<file path="src/logic/sw_pkg.sv">
package sw_pkg;

    // ########################################
    // Switch dimensions
    // ########################################

    localparam int NUM_PORTS    = 2;
    localparam int NUM_PRIO     = 8;
    localparam int PRIO_W       = 3;
    localparam int ADDR_W       = 6;
    localparam int DATA_W       = 32;
    localparam int QUEUE_DEPTH  = 8;
    localparam int PORT_CREDITS = 4;

    // Derived widths for port index, FIFO pointers and the credit counter
    localparam int PORT_W = $clog2(NUM_PORTS);
    localparam int QPTR_W = $clog2(QUEUE_DEPTH);
    localparam int CRED_W = $clog2(PORT_CREDITS + 1);

    // ########################################
    // Bundles passed between blocks
    // ########################################

    // Enqueued descriptor naming where the cell sits and where it goes
    typedef struct packed {
        logic [ADDR_W-1:0] addr;
        logic [PORT_W-1:0] port;
        logic [PRIO_W-1:0] prio;
    } desc_t;

    // One port's request for the shared buffer read port
    typedef struct packed {
        logic              valid;
        logic [ADDR_W-1:0] addr;
    } rd_req_t;

    // Cell as it leaves on the egress link
    typedef struct packed {
        logic [PRIO_W-1:0] prio;
        logic [DATA_W-1:0] data;
    } tx_cell_t;

endpackage

</file>
<file path="src/logic/cell_buffer.sv">
`timescale 1ns/100ps

module cell_buffer
    import sw_pkg::*;
(
    input  logic              clk,
    input  logic              wr_en,
    input  logic [ADDR_W-1:0] wr_addr,
    input  logic [DATA_W-1:0] wr_data,
    input  rd_req_t           rd_req,
    output logic [DATA_W-1:0] rd_data
);

    logic [DATA_W-1:0] mem [2**ADDR_W];

    always_ff @(posedge clk) begin
        if (wr_en) begin
            mem[wr_addr] <= wr_data;
        end
    end

    // Data for a granted request appears on the next cycle
    always_ff @(posedge clk) begin
        if (rd_req.valid) begin
            rd_data <= mem[rd_req.addr];
        end
    end

endmodule

</file>
<file path="config.mk">
export PLATFORM = sky130hd
export DESIGN_NAME = cell_buffer
export DESIGN_NICKNAME = d
export VERILOG_FILES = /design/src/logic/sw_pkg.sv /design/src/logic/cell_buffer.sv
export SDC_FILE = /design/constraint.sdc
export NUM_CORES = 2
export LEC_CHECK = 0
export ABC_AREA = 1
export BUFFER_PORTS_ARGS = -buffer_cell sky130_fd_sc_hd__buf_2
export CAP_MARGIN = 15
export CELL_PAD_IN_SITES_DETAIL_PLACEMENT = 1
export CELL_PAD_IN_SITES_GLOBAL_PLACEMENT = 1
export CORE_MARGIN = 5
export CORE_UTILIZATION = 45
export CTS_CLUSTER_DIAMETER = 80
export CTS_CLUSTER_SIZE = 12
export DETAILED_ROUTE_END_ITERATION = 10
export PLACE_DENSITY_LB_ADDON = 0.12
export SKIP_CTS_REPAIR_TIMING = 1
export SYNTH_ARGS = -nofsm -noshare
export SYNTH_HDL_FRONTEND = slang
export SYNTH_SLANG_ARGS = --single-unit
</file>
<file path="constraint.sdc">
create_clock -name clk -period 6.55 [get_ports clk]
set_input_delay 0 -clock clk [delete_from_list [all_inputs] [get_ports clk]]
set_output_delay 0 -clock clk [all_outputs]
set_load 0.02 [all_outputs]
</file>
==> impl_results.rst <==
.. list-table::
   :header-rows: 1

   * - Metric
     - Value
   * - Type of destination of the critical path
     - register
   * - Max H-tree Level
     - 4
   * - Worst-Skew Late Latency
     - 0.84 ns
   * - Fin. Hold Viols
     - 0
   * - Start point of the critical path
     - rd_req[0]
   * - Worst reg2reg path endpoint
     - rd_data[26]
   * - Path depth of the worst reg2reg path
     - 8
   * - Detailed-route wire length
     - between 200000 and 300000 microns
   * - Pin count of the biggest net entering global routing
     - approximately 210
   * - Max-Slew Margin vs Limit
     - between 10% and 20%
   * - Power per cell area
     - slightly below 300 mW/mm^2
   * - Most common cell in the synthesized netlist
     - sky130_fd_sc_hd__nand2_1
   * - WS Path Type
     - in2reg
   * - Top post-synthesis cells by area
     - sky130_fd_sc_hd__edfxtp_1 75%, sky130_fd_sc_hd__nand3_1 11%, sky130_fd_sc_hd__nand2_1 10%
   * - Mapped Nets
     - between 6000 and 7000
   * - Final-layout fill cell count
     - approximately 18000
   * - Startpoint types
     - primary input
   * - Req. time, crit path
     - about 7.2 ns
   * - # Max-Cap Violations
     - 0
   * - Run status
     - finished, final reports clean
   * - Final Setup Violations
     - 0
   * - Layout Cells excl Fill
     - 9277
   * - Synthesized instance count
     - ~6800
   * - Synth Area in XOR/XNOR
     - 0%
   * - Initial DRC count
     - about 6000
   * - Overall die area
     - 0.1933 sq mm
   * - Class of the tightest hold or removal check
     - in2reg
   * - Sw frac
     - roughly 23%
   * - Part of the Yosys area used for sequential elements
     - approximately three quarters
   * - Average routed wire per standard cell
     - just under 30 microns
   * - Top cell type's share of synthesized area
     - around 75%
   * - Register clock-pin slew on the reported worst setup and hold paths
     - about 0.06 ns
   * - Psw
     - 6177 uW
   * - Critical path arrival
     - 3.71 ns
   * - Initial antenna violation count
     - 15
   * - Number of clock sinks
     - 2080
   * - Starting density of the core
     - 45.32%
   * - Cell type with the highest aggregate area in the netlist
     - sky130_fd_sc_hd__edfxtp_1
   * - Combined area of the multi-input logic cells
     - roughly 0.019 sq mm
   * - Leakage Power
     - approximately 0.032 uW
   * - Die Ht
     - between 400 and 500 microns
   * - RSZ-0062 raised after global routing
     - false
   * - Main combinational cell family by area after synthesis
     - simple AND/OR/NAND/NOR gates
   * - Worst-case clock buffer depth
     - 3
   * - Num rows
     - between 150 and 200
   * - GRT Overall Usage
     - around 28%
   * - FF+latch count, synth
     - 2080
   * - Proportion of power drawn by flip-flops and latches
     - ~56%
   * - GRT Residual Overflow
     - 0
   * - Root buffer selected by CTS
     - sky130_fd_sc_hd__clkbuf_16
   * - Clock Skews
     - about 0.024 ns
   * - Largest driver fanout on the critical path
     - between 150 and 200
   * - Antenna violation net count after detailed routing
     - 0
   * - Clock group share of total power
     - a little under two fifths
   * - Total Neg Setup Slack
     - 0 ns
   * - Signed area change from the synthesized netlist to the final layout
     - 10.37%
   * - Vias in the first global route
     - about 56000
   * - Post-synthesis compound-gate area fraction
     - 0%
   * - Count of boundary I/O pins
     - between 70 and 80
   * - CTS tree
     - built
   * - Per-instance average area after synthesis
     - 12.27 sq um
   * - Layout Cell Area excl Fill
     - a little over 0.09 sq mm
   * - Final GP Congestion
     - between 0.7 and 0.8
   * - Min Clock Period, post-route
     - 3.029 ns
   * - Netlist cell types
     - 15
   * - Proportion of register bits with asynchronous set or reset after synthesis
     - 0%
   * - Cell types with the highest counts after synthesis
     - 2248 x sky130_fd_sc_hd__nand2_1, 2080 x sky130_fd_sc_hd__edfxtp_1, 1907 x sky130_fd_sc_hd__nand3_1
   * - Layout Nets
     - a little under 7000
   * - Power share of the combinational group
     - ~6.7%
   * - Number of buffers created by CTS
     - ~190
   * - Simple-gate share of the synthesized area
     - ~22%
   * - Number of placed cells counting well taps
     - about 9000
   * - Final Hold Slack
     - 0.03037 ns
   * - Overall power of the completed layout
     - roughly 27000 uW
   * - Number of enable-type register cells in the synthesized netlist
     - between 2000 and 2500
   * - Number of vias after detailed routing
     - about 55000
   * - Port Buf Inserts
     - just under 80
   * - Arithmetic-cell share of the synthesized area counting full adders, half adders and majority gates
     - 0%
   * - Per-cell via count in the routed design
     - just under 6
   * - IR drop worst, VDD
     - 0.0002345 V
   * - Worst-margin pin slew
     - between 1 and 1.5 ns
   * - Crit path capture
     - rd_data[6]
   * - Floorplan die width
     - ~440 microns
   * - DP HPWL
     - 137900 microns
   * - Reg-to-reg slack, setup
     - around 4.5 ns
   * - Top FF cell, synth
     - sky130_fd_sc_hd__edfxtp_1
   * - Post-place instance area
     - roughly 0.086 sq mm
   * - Wire length of the first global-routing pass
     - between 300000 and 400000 microns
   * - Area of the mapped netlist
     - around 0.083 sq mm
   * - Proportion of synthesized area in mux cells
     - 0%
   * - Worst reg2reg startpoint
     - mem[38][26]
   * - Remaining routing DRC violations
     - 0
   * - Internal power summed over all cells
     - ~20000 uW
   * - Fmax
     - about 0.33 GHz
   * - 1st-pass router iterations
     - 7
   * - Core outline area
     - roughly 0.18 sq mm
   * - Proportion of layout cells with a drive suffix above 1
     - around 7.5%
   * - Synthesis warning total
     - 0
   * - Sequential cell area
     - approximately 0.062 sq mm
   * - Final count of pins violating max slew
     - 0
   * - Post-route clock period utilization
     - a little under half
-- cells in the final DEF (no fill, tap or decap), types with 5 or more instances in the layout --
| cell type | count |
|---|---|
| sky130_fd_sc_hd__buf_12 | 12 |
| sky130_fd_sc_hd__buf_2 | 73 |
| sky130_fd_sc_hd__buf_4 | 143 |
| sky130_fd_sc_hd__clkbuf_16 | 196 |
| sky130_fd_sc_hd__diode_2 | 11 |
| sky130_fd_sc_hd__dlygate4sd3_1 | 40 |
| sky130_fd_sc_hd__edfxtp_1 | 2080 |
| sky130_fd_sc_hd__inv_1 | 7 |
| sky130_fd_sc_hd__inv_16 | 5 |
| sky130_fd_sc_hd__inv_6 | 6 |
| sky130_fd_sc_hd__nand2_1 | 2248 |
| sky130_fd_sc_hd__nand3_1 | 1907 |
| sky130_fd_sc_hd__nand4_1 | 9 |
| sky130_fd_sc_hd__nor2_4 | 56 |
| sky130_fd_sc_hd__nor4_2 | 8 |
-- stage by stage --
stage	utilization, %	worst slack [ns]
floorplan	-	2.420
global placement	46.99	2.761
detailed placement	47.01	2.762
CTS	49.77	3.674
global route	50.01	3.471
finish	50.02	3.521
-- worst min-delay path by stage --
stage,depth (start not counted),from,slack (ns),to
6_report,7,rd_req[2],0.03,rd_data[13]
5_1_grt,7,rd_req[2],0.01,rd_data[13]
4_1_cts,2,wr_addr[0],-0.36,mem[50][25]
3_5_place_dp,1,rd_data[25],0.50,rd_data[25]
3_3_place_gp,1,rd_data[25],0.49,rd_data[25]
2_1_floorplan,0,wr_data[0],0.1,mem[0][0]
-- cell families after synthesis --
kind of cell           count (synthesis)
AND/OR/NAND/NOR                     4228
flip-flops                          2080
buffers and inverters                461
-- state kept, by name, indices dropped and copies added, names as in the netlist --
register	flops
mem	2048
rd_data	32
-- power groups by stage --
stage / Clock, uW / Sequential, uW / Combinational [uW]
6_report: 10000 / 14800 / 1770
3_5_place_dp: 0 / 15100 / 1740
3_3_place_gp: 0 / 15100 / 1710
5_1_grt: 10700 / 14800 / 1900
2_1_floorplan: 0 / 15100 / 906
4_1_cts: 10200 / 14800 / 1750
-- final cells by class --
class / count / share of cell area (%)
tap: 2464 / 3.363
timing repair buffer: 274 / 2.390
multi-input combinational: 4228 / 20.47
inverter: 12 / 0.09008
clock inverter: 12 / 0.1665
sequential: 2080 / 68.14
antenna: 11 / 0.03003
clock buffer: 196 / 5.350
-- worst max-delay path, stage by stage --
cell                      delay (ns)
sky130_fd_sc_hd__buf_8          0.43
sky130_fd_sc_hd__buf_4          0.81
sky130_fd_sc_hd__buf_12         0.62
sky130_fd_sc_hd__nand2_1        0.11
sky130_fd_sc_hd__nand3_1        0.12
sky130_fd_sc_hd__nand3_1        0.09
sky130_fd_sc_hd__nand3_1        0.14
sky130_fd_sc_hd__nand3_1        0.16
sky130_fd_sc_hd__nand2_1        0.26
sky130_fd_sc_hd__nand2_1        0.36
sky130_fd_sc_hd__nand2_1        0.17
-- routing by layer --
metal  wire, microns  up-vias  GRT usage [%]
li1                -    24050              -
met1          113000    28750          37.28
met2          133900     1846          47.25
met3           15620      463          3.351
met4            9384        8          9.179
met5              53        -              0
Note: power is estimated with default switching activity, not from simulation.
