===== src/logic/sw_pkg.sv =====
package sw_pkg;

    // ########################################
    // Switch dimensions
    // ########################################

    localparam int NUM_PORTS    = 2;
    localparam int NUM_PRIO     = 8;
    localparam int PRIO_W       = 3;
    localparam int ADDR_W       = 6;
    localparam int DATA_W       = 32;
    localparam int QUEUE_DEPTH  = 8;
    localparam int PORT_CREDITS = 4;

    // Derived widths for port index, FIFO pointers and the credit counter
    localparam int PORT_W = $clog2(NUM_PORTS);
    localparam int QPTR_W = $clog2(QUEUE_DEPTH);
    localparam int CRED_W = $clog2(PORT_CREDITS + 1);

    // ########################################
    // Bundles passed between blocks
    // ########################################

    // Enqueued descriptor naming where the cell sits and where it goes
    typedef struct packed {
        logic [ADDR_W-1:0] addr;
        logic [PORT_W-1:0] port;
        logic [PRIO_W-1:0] prio;
    } desc_t;

    // One port's request for the shared buffer read port
    typedef struct packed {
        logic              valid;
        logic [ADDR_W-1:0] addr;
    } rd_req_t;

    // Cell as it leaves on the egress link
    typedef struct packed {
        logic [PRIO_W-1:0] prio;
        logic [DATA_W-1:0] data;
    } tx_cell_t;

endpackage


===== src/logic/port_rd_dispatch.sv =====
`timescale 1ns/100ps

module port_rd_dispatch
    import sw_pkg::*;
(
    input  logic                clk,
    input  logic                rst_n,
    input  logic [NUM_PRIO-1:0] queue_empty,
    input  logic                update,
    output logic [PRIO_W-1:0]   rd_prior,
    output logic                rd_valid
);

    typedef enum logic [2:0] {
        S_IDLE,
        S_CHECK,
        S_NEXT_MASK,
        S_NEXT_ROUND,
        S_CHECK_ROUND,
        S_RESTART
    } upd_state_t;

    upd_state_t          state;
    logic [NUM_PRIO-1:0] wrr_mask;
    logic [PRIO_W-1:0]   wrr_round;
    logic [NUM_PRIO-1:0] masked_empty;
    logic [NUM_PRIO-1:0] enc_busy;
    logic                any_ready;

    // Bits 0 up to and including prio are set
    function automatic logic [NUM_PRIO-1:0] low_mask(input logic [PRIO_W-1:0] prio);
        return {NUM_PRIO{1'b1}} >> (NUM_PRIO - 1 - prio);
    endfunction

    // Lowest queue index whose busy bit is clear
    function automatic logic [PRIO_W-1:0] first_ready(input logic [NUM_PRIO-1:0] busy);
        logic [PRIO_W-1:0] idx;
        idx = '0;
        for (int i = NUM_PRIO - 1; i >= 0; i--) begin
            if (!busy[i]) idx = PRIO_W'(i);
        end
        return idx;
    endfunction

    assign masked_empty = wrr_mask | queue_empty;

    // ########################################
    // Update machine
    // ########################################

    // A served queue masks itself and everything below it. When nothing is left
    // the round advances, and the round mask hides the queues below the round
    always_ff @(posedge clk) begin
        if (!rst_n) begin
            state     <= S_IDLE;
            wrr_mask  <= '0;
            wrr_round <= '0;
        end else begin
            case (state)
                S_IDLE: begin
                    if (update) begin
                        wrr_mask <= low_mask(rd_prior);
                        state    <= S_CHECK;
                    end
                end
                S_CHECK:       state <= (&masked_empty) ? S_NEXT_MASK : S_IDLE;
                S_NEXT_MASK: begin
                    wrr_mask <= low_mask(wrr_round);
                    state    <= S_NEXT_ROUND;
                end
                S_NEXT_ROUND: begin
                    wrr_round <= wrr_round + 1'b1;
                    state     <= S_CHECK_ROUND;
                end
                // Past round 7 the mask covers every queue, so this also restarts
                S_CHECK_ROUND: state <= (&masked_empty) ? S_RESTART : S_IDLE;
                default: begin
                    wrr_mask  <= '0;
                    wrr_round <= '0;
                    state     <= S_IDLE;
                end
            endcase
        end
    end

    // During restart the mask is about to clear, so encode without it
    assign enc_busy = (state == S_RESTART) ? queue_empty : masked_empty;

    always_ff @(posedge clk) begin
        rd_prior <= first_ready(enc_busy);
    end

    always_ff @(posedge clk) begin
        if (!rst_n) begin
            any_ready <= 1'b0;
        end else begin
            any_ready <= ~&enc_busy;
        end
    end

    assign rd_valid = (state == S_IDLE) && any_ready;

endmodule


===== src/logic/prio_queues.sv =====
`timescale 1ns/100ps

module prio_queues
    import sw_pkg::*;
(
    input  logic                clk,
    input  logic                rst_n,
    input  logic                push,
    input  desc_t               push_desc,
    input  logic                pop,
    input  logic [PRIO_W-1:0]   pop_prio,
    output desc_t               pop_desc,
    output logic [NUM_PRIO-1:0] queue_empty
);

    // All eight FIFOs share one array, the queue index selects the upper bits
    desc_t             mem   [NUM_PRIO*QUEUE_DEPTH];
    logic [QPTR_W-1:0] head  [NUM_PRIO];
    logic [QPTR_W-1:0] tail  [NUM_PRIO];
    logic [QPTR_W:0]   count [NUM_PRIO];

    logic [NUM_PRIO-1:0] push_hit;
    logic [NUM_PRIO-1:0] pop_hit;

    always_comb begin
        for (int q = 0; q < NUM_PRIO; q++) begin
            push_hit[q]    = push && (push_desc.prio == PRIO_W'(q));
            pop_hit[q]     = pop && (pop_prio == PRIO_W'(q));
            queue_empty[q] = (count[q] == '0);
        end
    end

    always_ff @(posedge clk) begin
        if (push) begin
            mem[{push_desc.prio, tail[push_desc.prio]}] <= push_desc;
        end
    end

    assign pop_desc = mem[{pop_prio, head[pop_prio]}];

    // Pointers wrap naturally since the depth is a power of two
    always_ff @(posedge clk) begin
        if (!rst_n) begin
            for (int q = 0; q < NUM_PRIO; q++) begin
                head[q]  <= '0;
                tail[q]  <= '0;
                count[q] <= '0;
            end
        end else begin
            for (int q = 0; q < NUM_PRIO; q++) begin
                if (push_hit[q]) tail[q] <= tail[q] + 1'b1;
                if (pop_hit[q]) head[q] <= head[q] + 1'b1;
                case ({push_hit[q], pop_hit[q]})
                    2'b10:   count[q] <= count[q] + 1'b1;
                    2'b01:   count[q] <= count[q] - 1'b1;
                    default: ;
                endcase
            end
        end
    end

endmodule


===== src/logic/egress_port.sv =====
`timescale 1ns/100ps

module egress_port
    import sw_pkg::*;
(
    input  logic              clk,
    input  logic              rst_n,
    input  logic              enq_valid,
    input  desc_t             enq_desc,
    output rd_req_t           rd_req,
    input  logic              grant,
    input  logic [DATA_W-1:0] rd_data,
    output logic              tx_valid,
    output tx_cell_t          tx_cell,
    input  logic              tx_credit
);

    desc_t               head_desc;
    logic [NUM_PRIO-1:0] queue_empty;
    logic [PRIO_W-1:0]   rd_prior;
    logic                rd_valid;
    logic                pop;
    logic [CRED_W-1:0]   credits;
    logic [PRIO_W-1:0]   req_prio;
    logic [PRIO_W-1:0]   tx_prio;
    logic                data_due;

    prio_queues queues_i (
        .clk         (clk),
        .rst_n       (rst_n),
        .push        (enq_valid),
        .push_desc   (enq_desc),
        .pop         (pop),
        .pop_prio    (rd_prior),
        .pop_desc    (head_desc),
        .queue_empty (queue_empty)
    );

    port_rd_dispatch dispatch_i (
        .clk         (clk),
        .rst_n       (rst_n),
        .queue_empty (queue_empty),
        .update      (pop),
        .rd_prior    (rd_prior),
        .rd_valid    (rd_valid)
    );

    // A credit is taken at the pop, so a cell in flight always holds one
    assign pop = rd_valid && (credits != '0) && (!rd_req.valid || grant);

    always_ff @(posedge clk) begin
        if (!rst_n) begin
            credits <= CRED_W'(PORT_CREDITS);
        end else begin
            case ({pop, tx_credit})
                2'b10:   credits <= credits - 1'b1;
                2'b01:   credits <= credits + 1'b1;
                default: ;
            endcase
        end
    end

    // ########################################
    // Buffer read and egress
    // ########################################

    always_ff @(posedge clk) begin
        if (!rst_n) begin
            rd_req   <= '0;
            data_due <= 1'b0;
        end else begin
            if (pop) begin
                rd_req.valid <= 1'b1;
                rd_req.addr  <= head_desc.addr;
            end else if (grant) begin
                rd_req.valid <= 1'b0;
            end
            data_due <= grant;
        end
    end

    // The priority moves on at the grant so a new pop can reuse req_prio
    always_ff @(posedge clk) begin
        if (pop) req_prio <= head_desc.prio;
        if (grant) tx_prio <= req_prio;
    end

    assign tx_valid     = data_due;
    assign tx_cell.prio = tx_prio;
    assign tx_cell.data = rd_data;

endmodule


===== config.mk =====
export PLATFORM = sky130hd
export DESIGN_NAME = egress_port
export DESIGN_NICKNAME = d
export VERILOG_FILES = /design/src/logic/sw_pkg.sv /design/src/logic/port_rd_dispatch.sv /design/src/logic/prio_queues.sv /design/src/logic/egress_port.sv
export SDC_FILE = /design/constraint.sdc
export NUM_CORES = 1
export LEC_CHECK = 0
export BUFFER_PORTS_ARGS = -buffer_cell sky130_fd_sc_hd__buf_2
export CAP_MARGIN = 20
export CELL_PAD_IN_SITES_DETAIL_PLACEMENT = 0
export CELL_PAD_IN_SITES_GLOBAL_PLACEMENT = 2
export CORE_MARGIN = 5
export CORE_UTILIZATION = 46
export CTS_CLUSTER_SIZE = 8
export DETAILED_ROUTE_END_ITERATION = 8
export PLACE_DENSITY_LB_ADDON = 0.2
export SYNTH_ARGS = -nofsm -noshare
export SYNTH_HDL_FRONTEND = slang
export SYNTH_SLANG_ARGS = --single-unit

===== constraint.sdc =====
create_clock -name clk -period 4 [get_ports clk]
set_input_delay 0.4 -clock clk [delete_from_list [all_inputs] [get_ports clk]]
set_output_delay 0.4 -clock clk [all_outputs]
set_load 0.03 [all_outputs]

==> run metrics <==
flops & latches, synth 691; Layout area overhead 14.4%; final clock skew 0.0207 ns; Seq/Total Area, Yosys 69.0%; worst slew pin tran 1.03 ns; Final Setup Violations 0; placer's final routability congestion estimate 0.842; final period utilization 96.0%; Clock transition at path regs 0.05 ns; Synth Net Count 2139; Hold Path Class in2reg; die height 264 µm; nets 2265; Post-route DRC 0; largest cells by area after synthesis edfxtp_1, mux4_2, nand2_1, nor2_1, mux2i_1; fillers 5306; CP arrival 4.20 ns; layout cell share with drive strength beyond 1 17.5%; Primary FF master, synth edfxtp_1; Crit. End Element flop; most common cell in the synthesized netlist edfxtp_1; io pins 90; yosys warns 0; first-pass GRT wire length 115000 µm; total grt overflow 0; hpwl dp 51200 µm; vias per std cell 5.74; Die ar. 69600 µm²; R2R setup slack 0.16 ns; Yosys cell types 64; Max Cap Violations 0; TritonRoute pass-1 iters 5; Power Density 607 nW/µm²; Async SR Flop Fraction 0%; H-tree levels 3; Worst Reg-to-Reg Cells 9; largest net degree at the start of global routing 81; Syn Std Cell Area 29700 µm²; CTS tree built; maximum clock rate 260 MHz; setup TNS 0 ns; post-layout utilization of the core 52.9%; Power Total 20600 µW; Yosys top cell area share 67.0%; CTS Hold Bufs 0; CTS root buf clkbuf_16; Total Routed Length 78300 µm; worst skew pair latency 0.64 ns; vias in the first global route 17374; area leader, netlist edfxtp_1; clock buffer depth 3; RSZ-0062 raised after global routing false; WHS Path Cells 1; initial antenna violation count 2; die width 264 µm; Setup CP Type reg2reg; worst-path fanout max 80; number of diodes 0; minimum clock period 3.84 ns; Max VDD drop 0.555 mV; # clock sinks 691; CP required 4.36 ns; Post-synth EDFFs 662; final hold vios 0; port bufs 24; syn avg cell area 14.5 µm²; status completed; Synth Instances 2050; Final Max Slew Viols 0; drt first-iter violations 1751; vias 17660; Antenna Nets Post-Route 0; GRT Total Usage 22.2%; Post-CTS Setup Inserts 0; Pleak 0.0117 µW; Std-Cell Rows 93; CTS Buf Count 96; Startpoint Class flop; worst relative slew slack 30.9%; core area 64100 µm²; Routed WL per cell 25.5 µm; commonest cells in the netlist edfxtp_1, nand2_1, nor2_1; Initial Utilization 46.3%
through the flow:
| step | setup slack, ns | std cells | hold WS, ns | cell area [µm²] |
|---|---|---|---|---|
| 4_1_cts | 0.148 | 3075 | 0.0600 | 33900 |
| 6_report | 0.160 | 3075 | 0.0851 | 33900 |
| 3_5_place_dp | 0.185 | 2933 | 0.461 | 31300 |
| 3_3_place_gp | 0.213 | 2933 | 0.461 | 31300 |
| 5_1_grt | 0.0207 | 3075 | 0.0842 | 33900 |
| 2_1_floorplan | 0.680 | 2050 | 0.400 | 29700 |
final timing paths:
kind,from,to
min,grant,tx_prio[2]
max reg2reg,dispatch_i.rd_prior[1],req_prio[1]
min reg2reg,dispatch_i.wrr_mask[0],dispatch_i.wrr_mask[0]
max,dispatch_i.rd_prior[1],req_prio[1]
layout make-up:
type,instances,area [µm²],share of cell area (%)
sequential,691,20500,60.3
timing repair buffer,177,1370,4.03
tap,855,1070,3.15
inverter,34,128,0.376
multi-input combinational,1176,8260,24.3
clock buffer,135,2570,7.57
clock inverter,7,86.3,0.254
registers in the layout, indices dropped and copies added (netlist names):
name                  count
credits                   3
dispatch_i.any_ready      1
dispatch_i.rd_prior       3
dispatch_i.state          3
dispatch_i.wrr_mask       8
dispatch_i.wrr_round      3
queues_i.count           32
queues_i.head            24
queues_i.mem            576
queues_i.tail            24
rd_req                    7
req_prio                  3
tx_prio                   3
tx_valid                  1
per-layer routing:
metal	GRT usage (%)	part of all wire (%)	vias to the layer above
met5	0	0	-
met4	6.88	2.7	0
li1	-	-	8054
met3	5.12	6.3	113
met1	31.3	44	8975
met2	34.7	47	518
repair_timing:
item,in CTS,in global routing
endpoints found under the hold margin,0,0
gates resized for setup,0,2
endpoints found under the setup margin,0,2
cell usage in the layout, fill, tap and decap left out, types with 11 or more instances in the layout:
cell       netlist  final
a2111oi_0       13     13
a211oi_1        59     59
a21oi_1         45     45
a31oi_1         65     65
and2_0          13     13
and2_1          48     48
and3_1          15     15
buf_2           28     24
buf_4           38    145
clkbuf_1        60     38
clkbuf_16        0     97
dfxtp_1         29     28
edfxtp_1       662    662
ha_1            34     34
inv_1           33     33
mux2i_1         59     58
mux4_2          68     66
nand2_1        281    281
nand3_1         75     75
nand4_1         22     22
nor2_1         168    165
nor3_1          14     14
nor4_1          17     17
o21ai_0         12     12
o221a_2         11     11
xnor2_1         28     28
xor2_1          13     13
cells by family (layout without fill, tap and decap cells):
family | Yosys count | in the layout | synth area share, %
flops | 691 | 691 | 69.0
mux | 136 | 136 | 7.56
compound gates | 275 | 275 | 6.63
xor+xnor | 41 | 41 | 1.21
simple gates | 682 | 682 | 10.3
fa+ha+maj | 42 | 42 | 1.97
buf+inv | 183 | 353 | 3.36
power by group:
| part | switching (µW) | internal (µW) |
|---|---|---|
| logic | 3220 | 1810 |
| clock network | 2880 | 4390 |
| registers | 144 | 8160 |
worst max-delay path, stage by stage, from the launching register on:
cell	delay [ns]
dfxtp_2	0.55
mux2_4	0.43
mux4_4	0.69
buf_12	0.26
and2_1	0.22
a211oi_1	0.17
a31oi_1	0.12
mux4_2	0.54
a22oi_1	0.41
nand2_1	0.11
No activity file was read; power rests on OpenSTA's default activity.
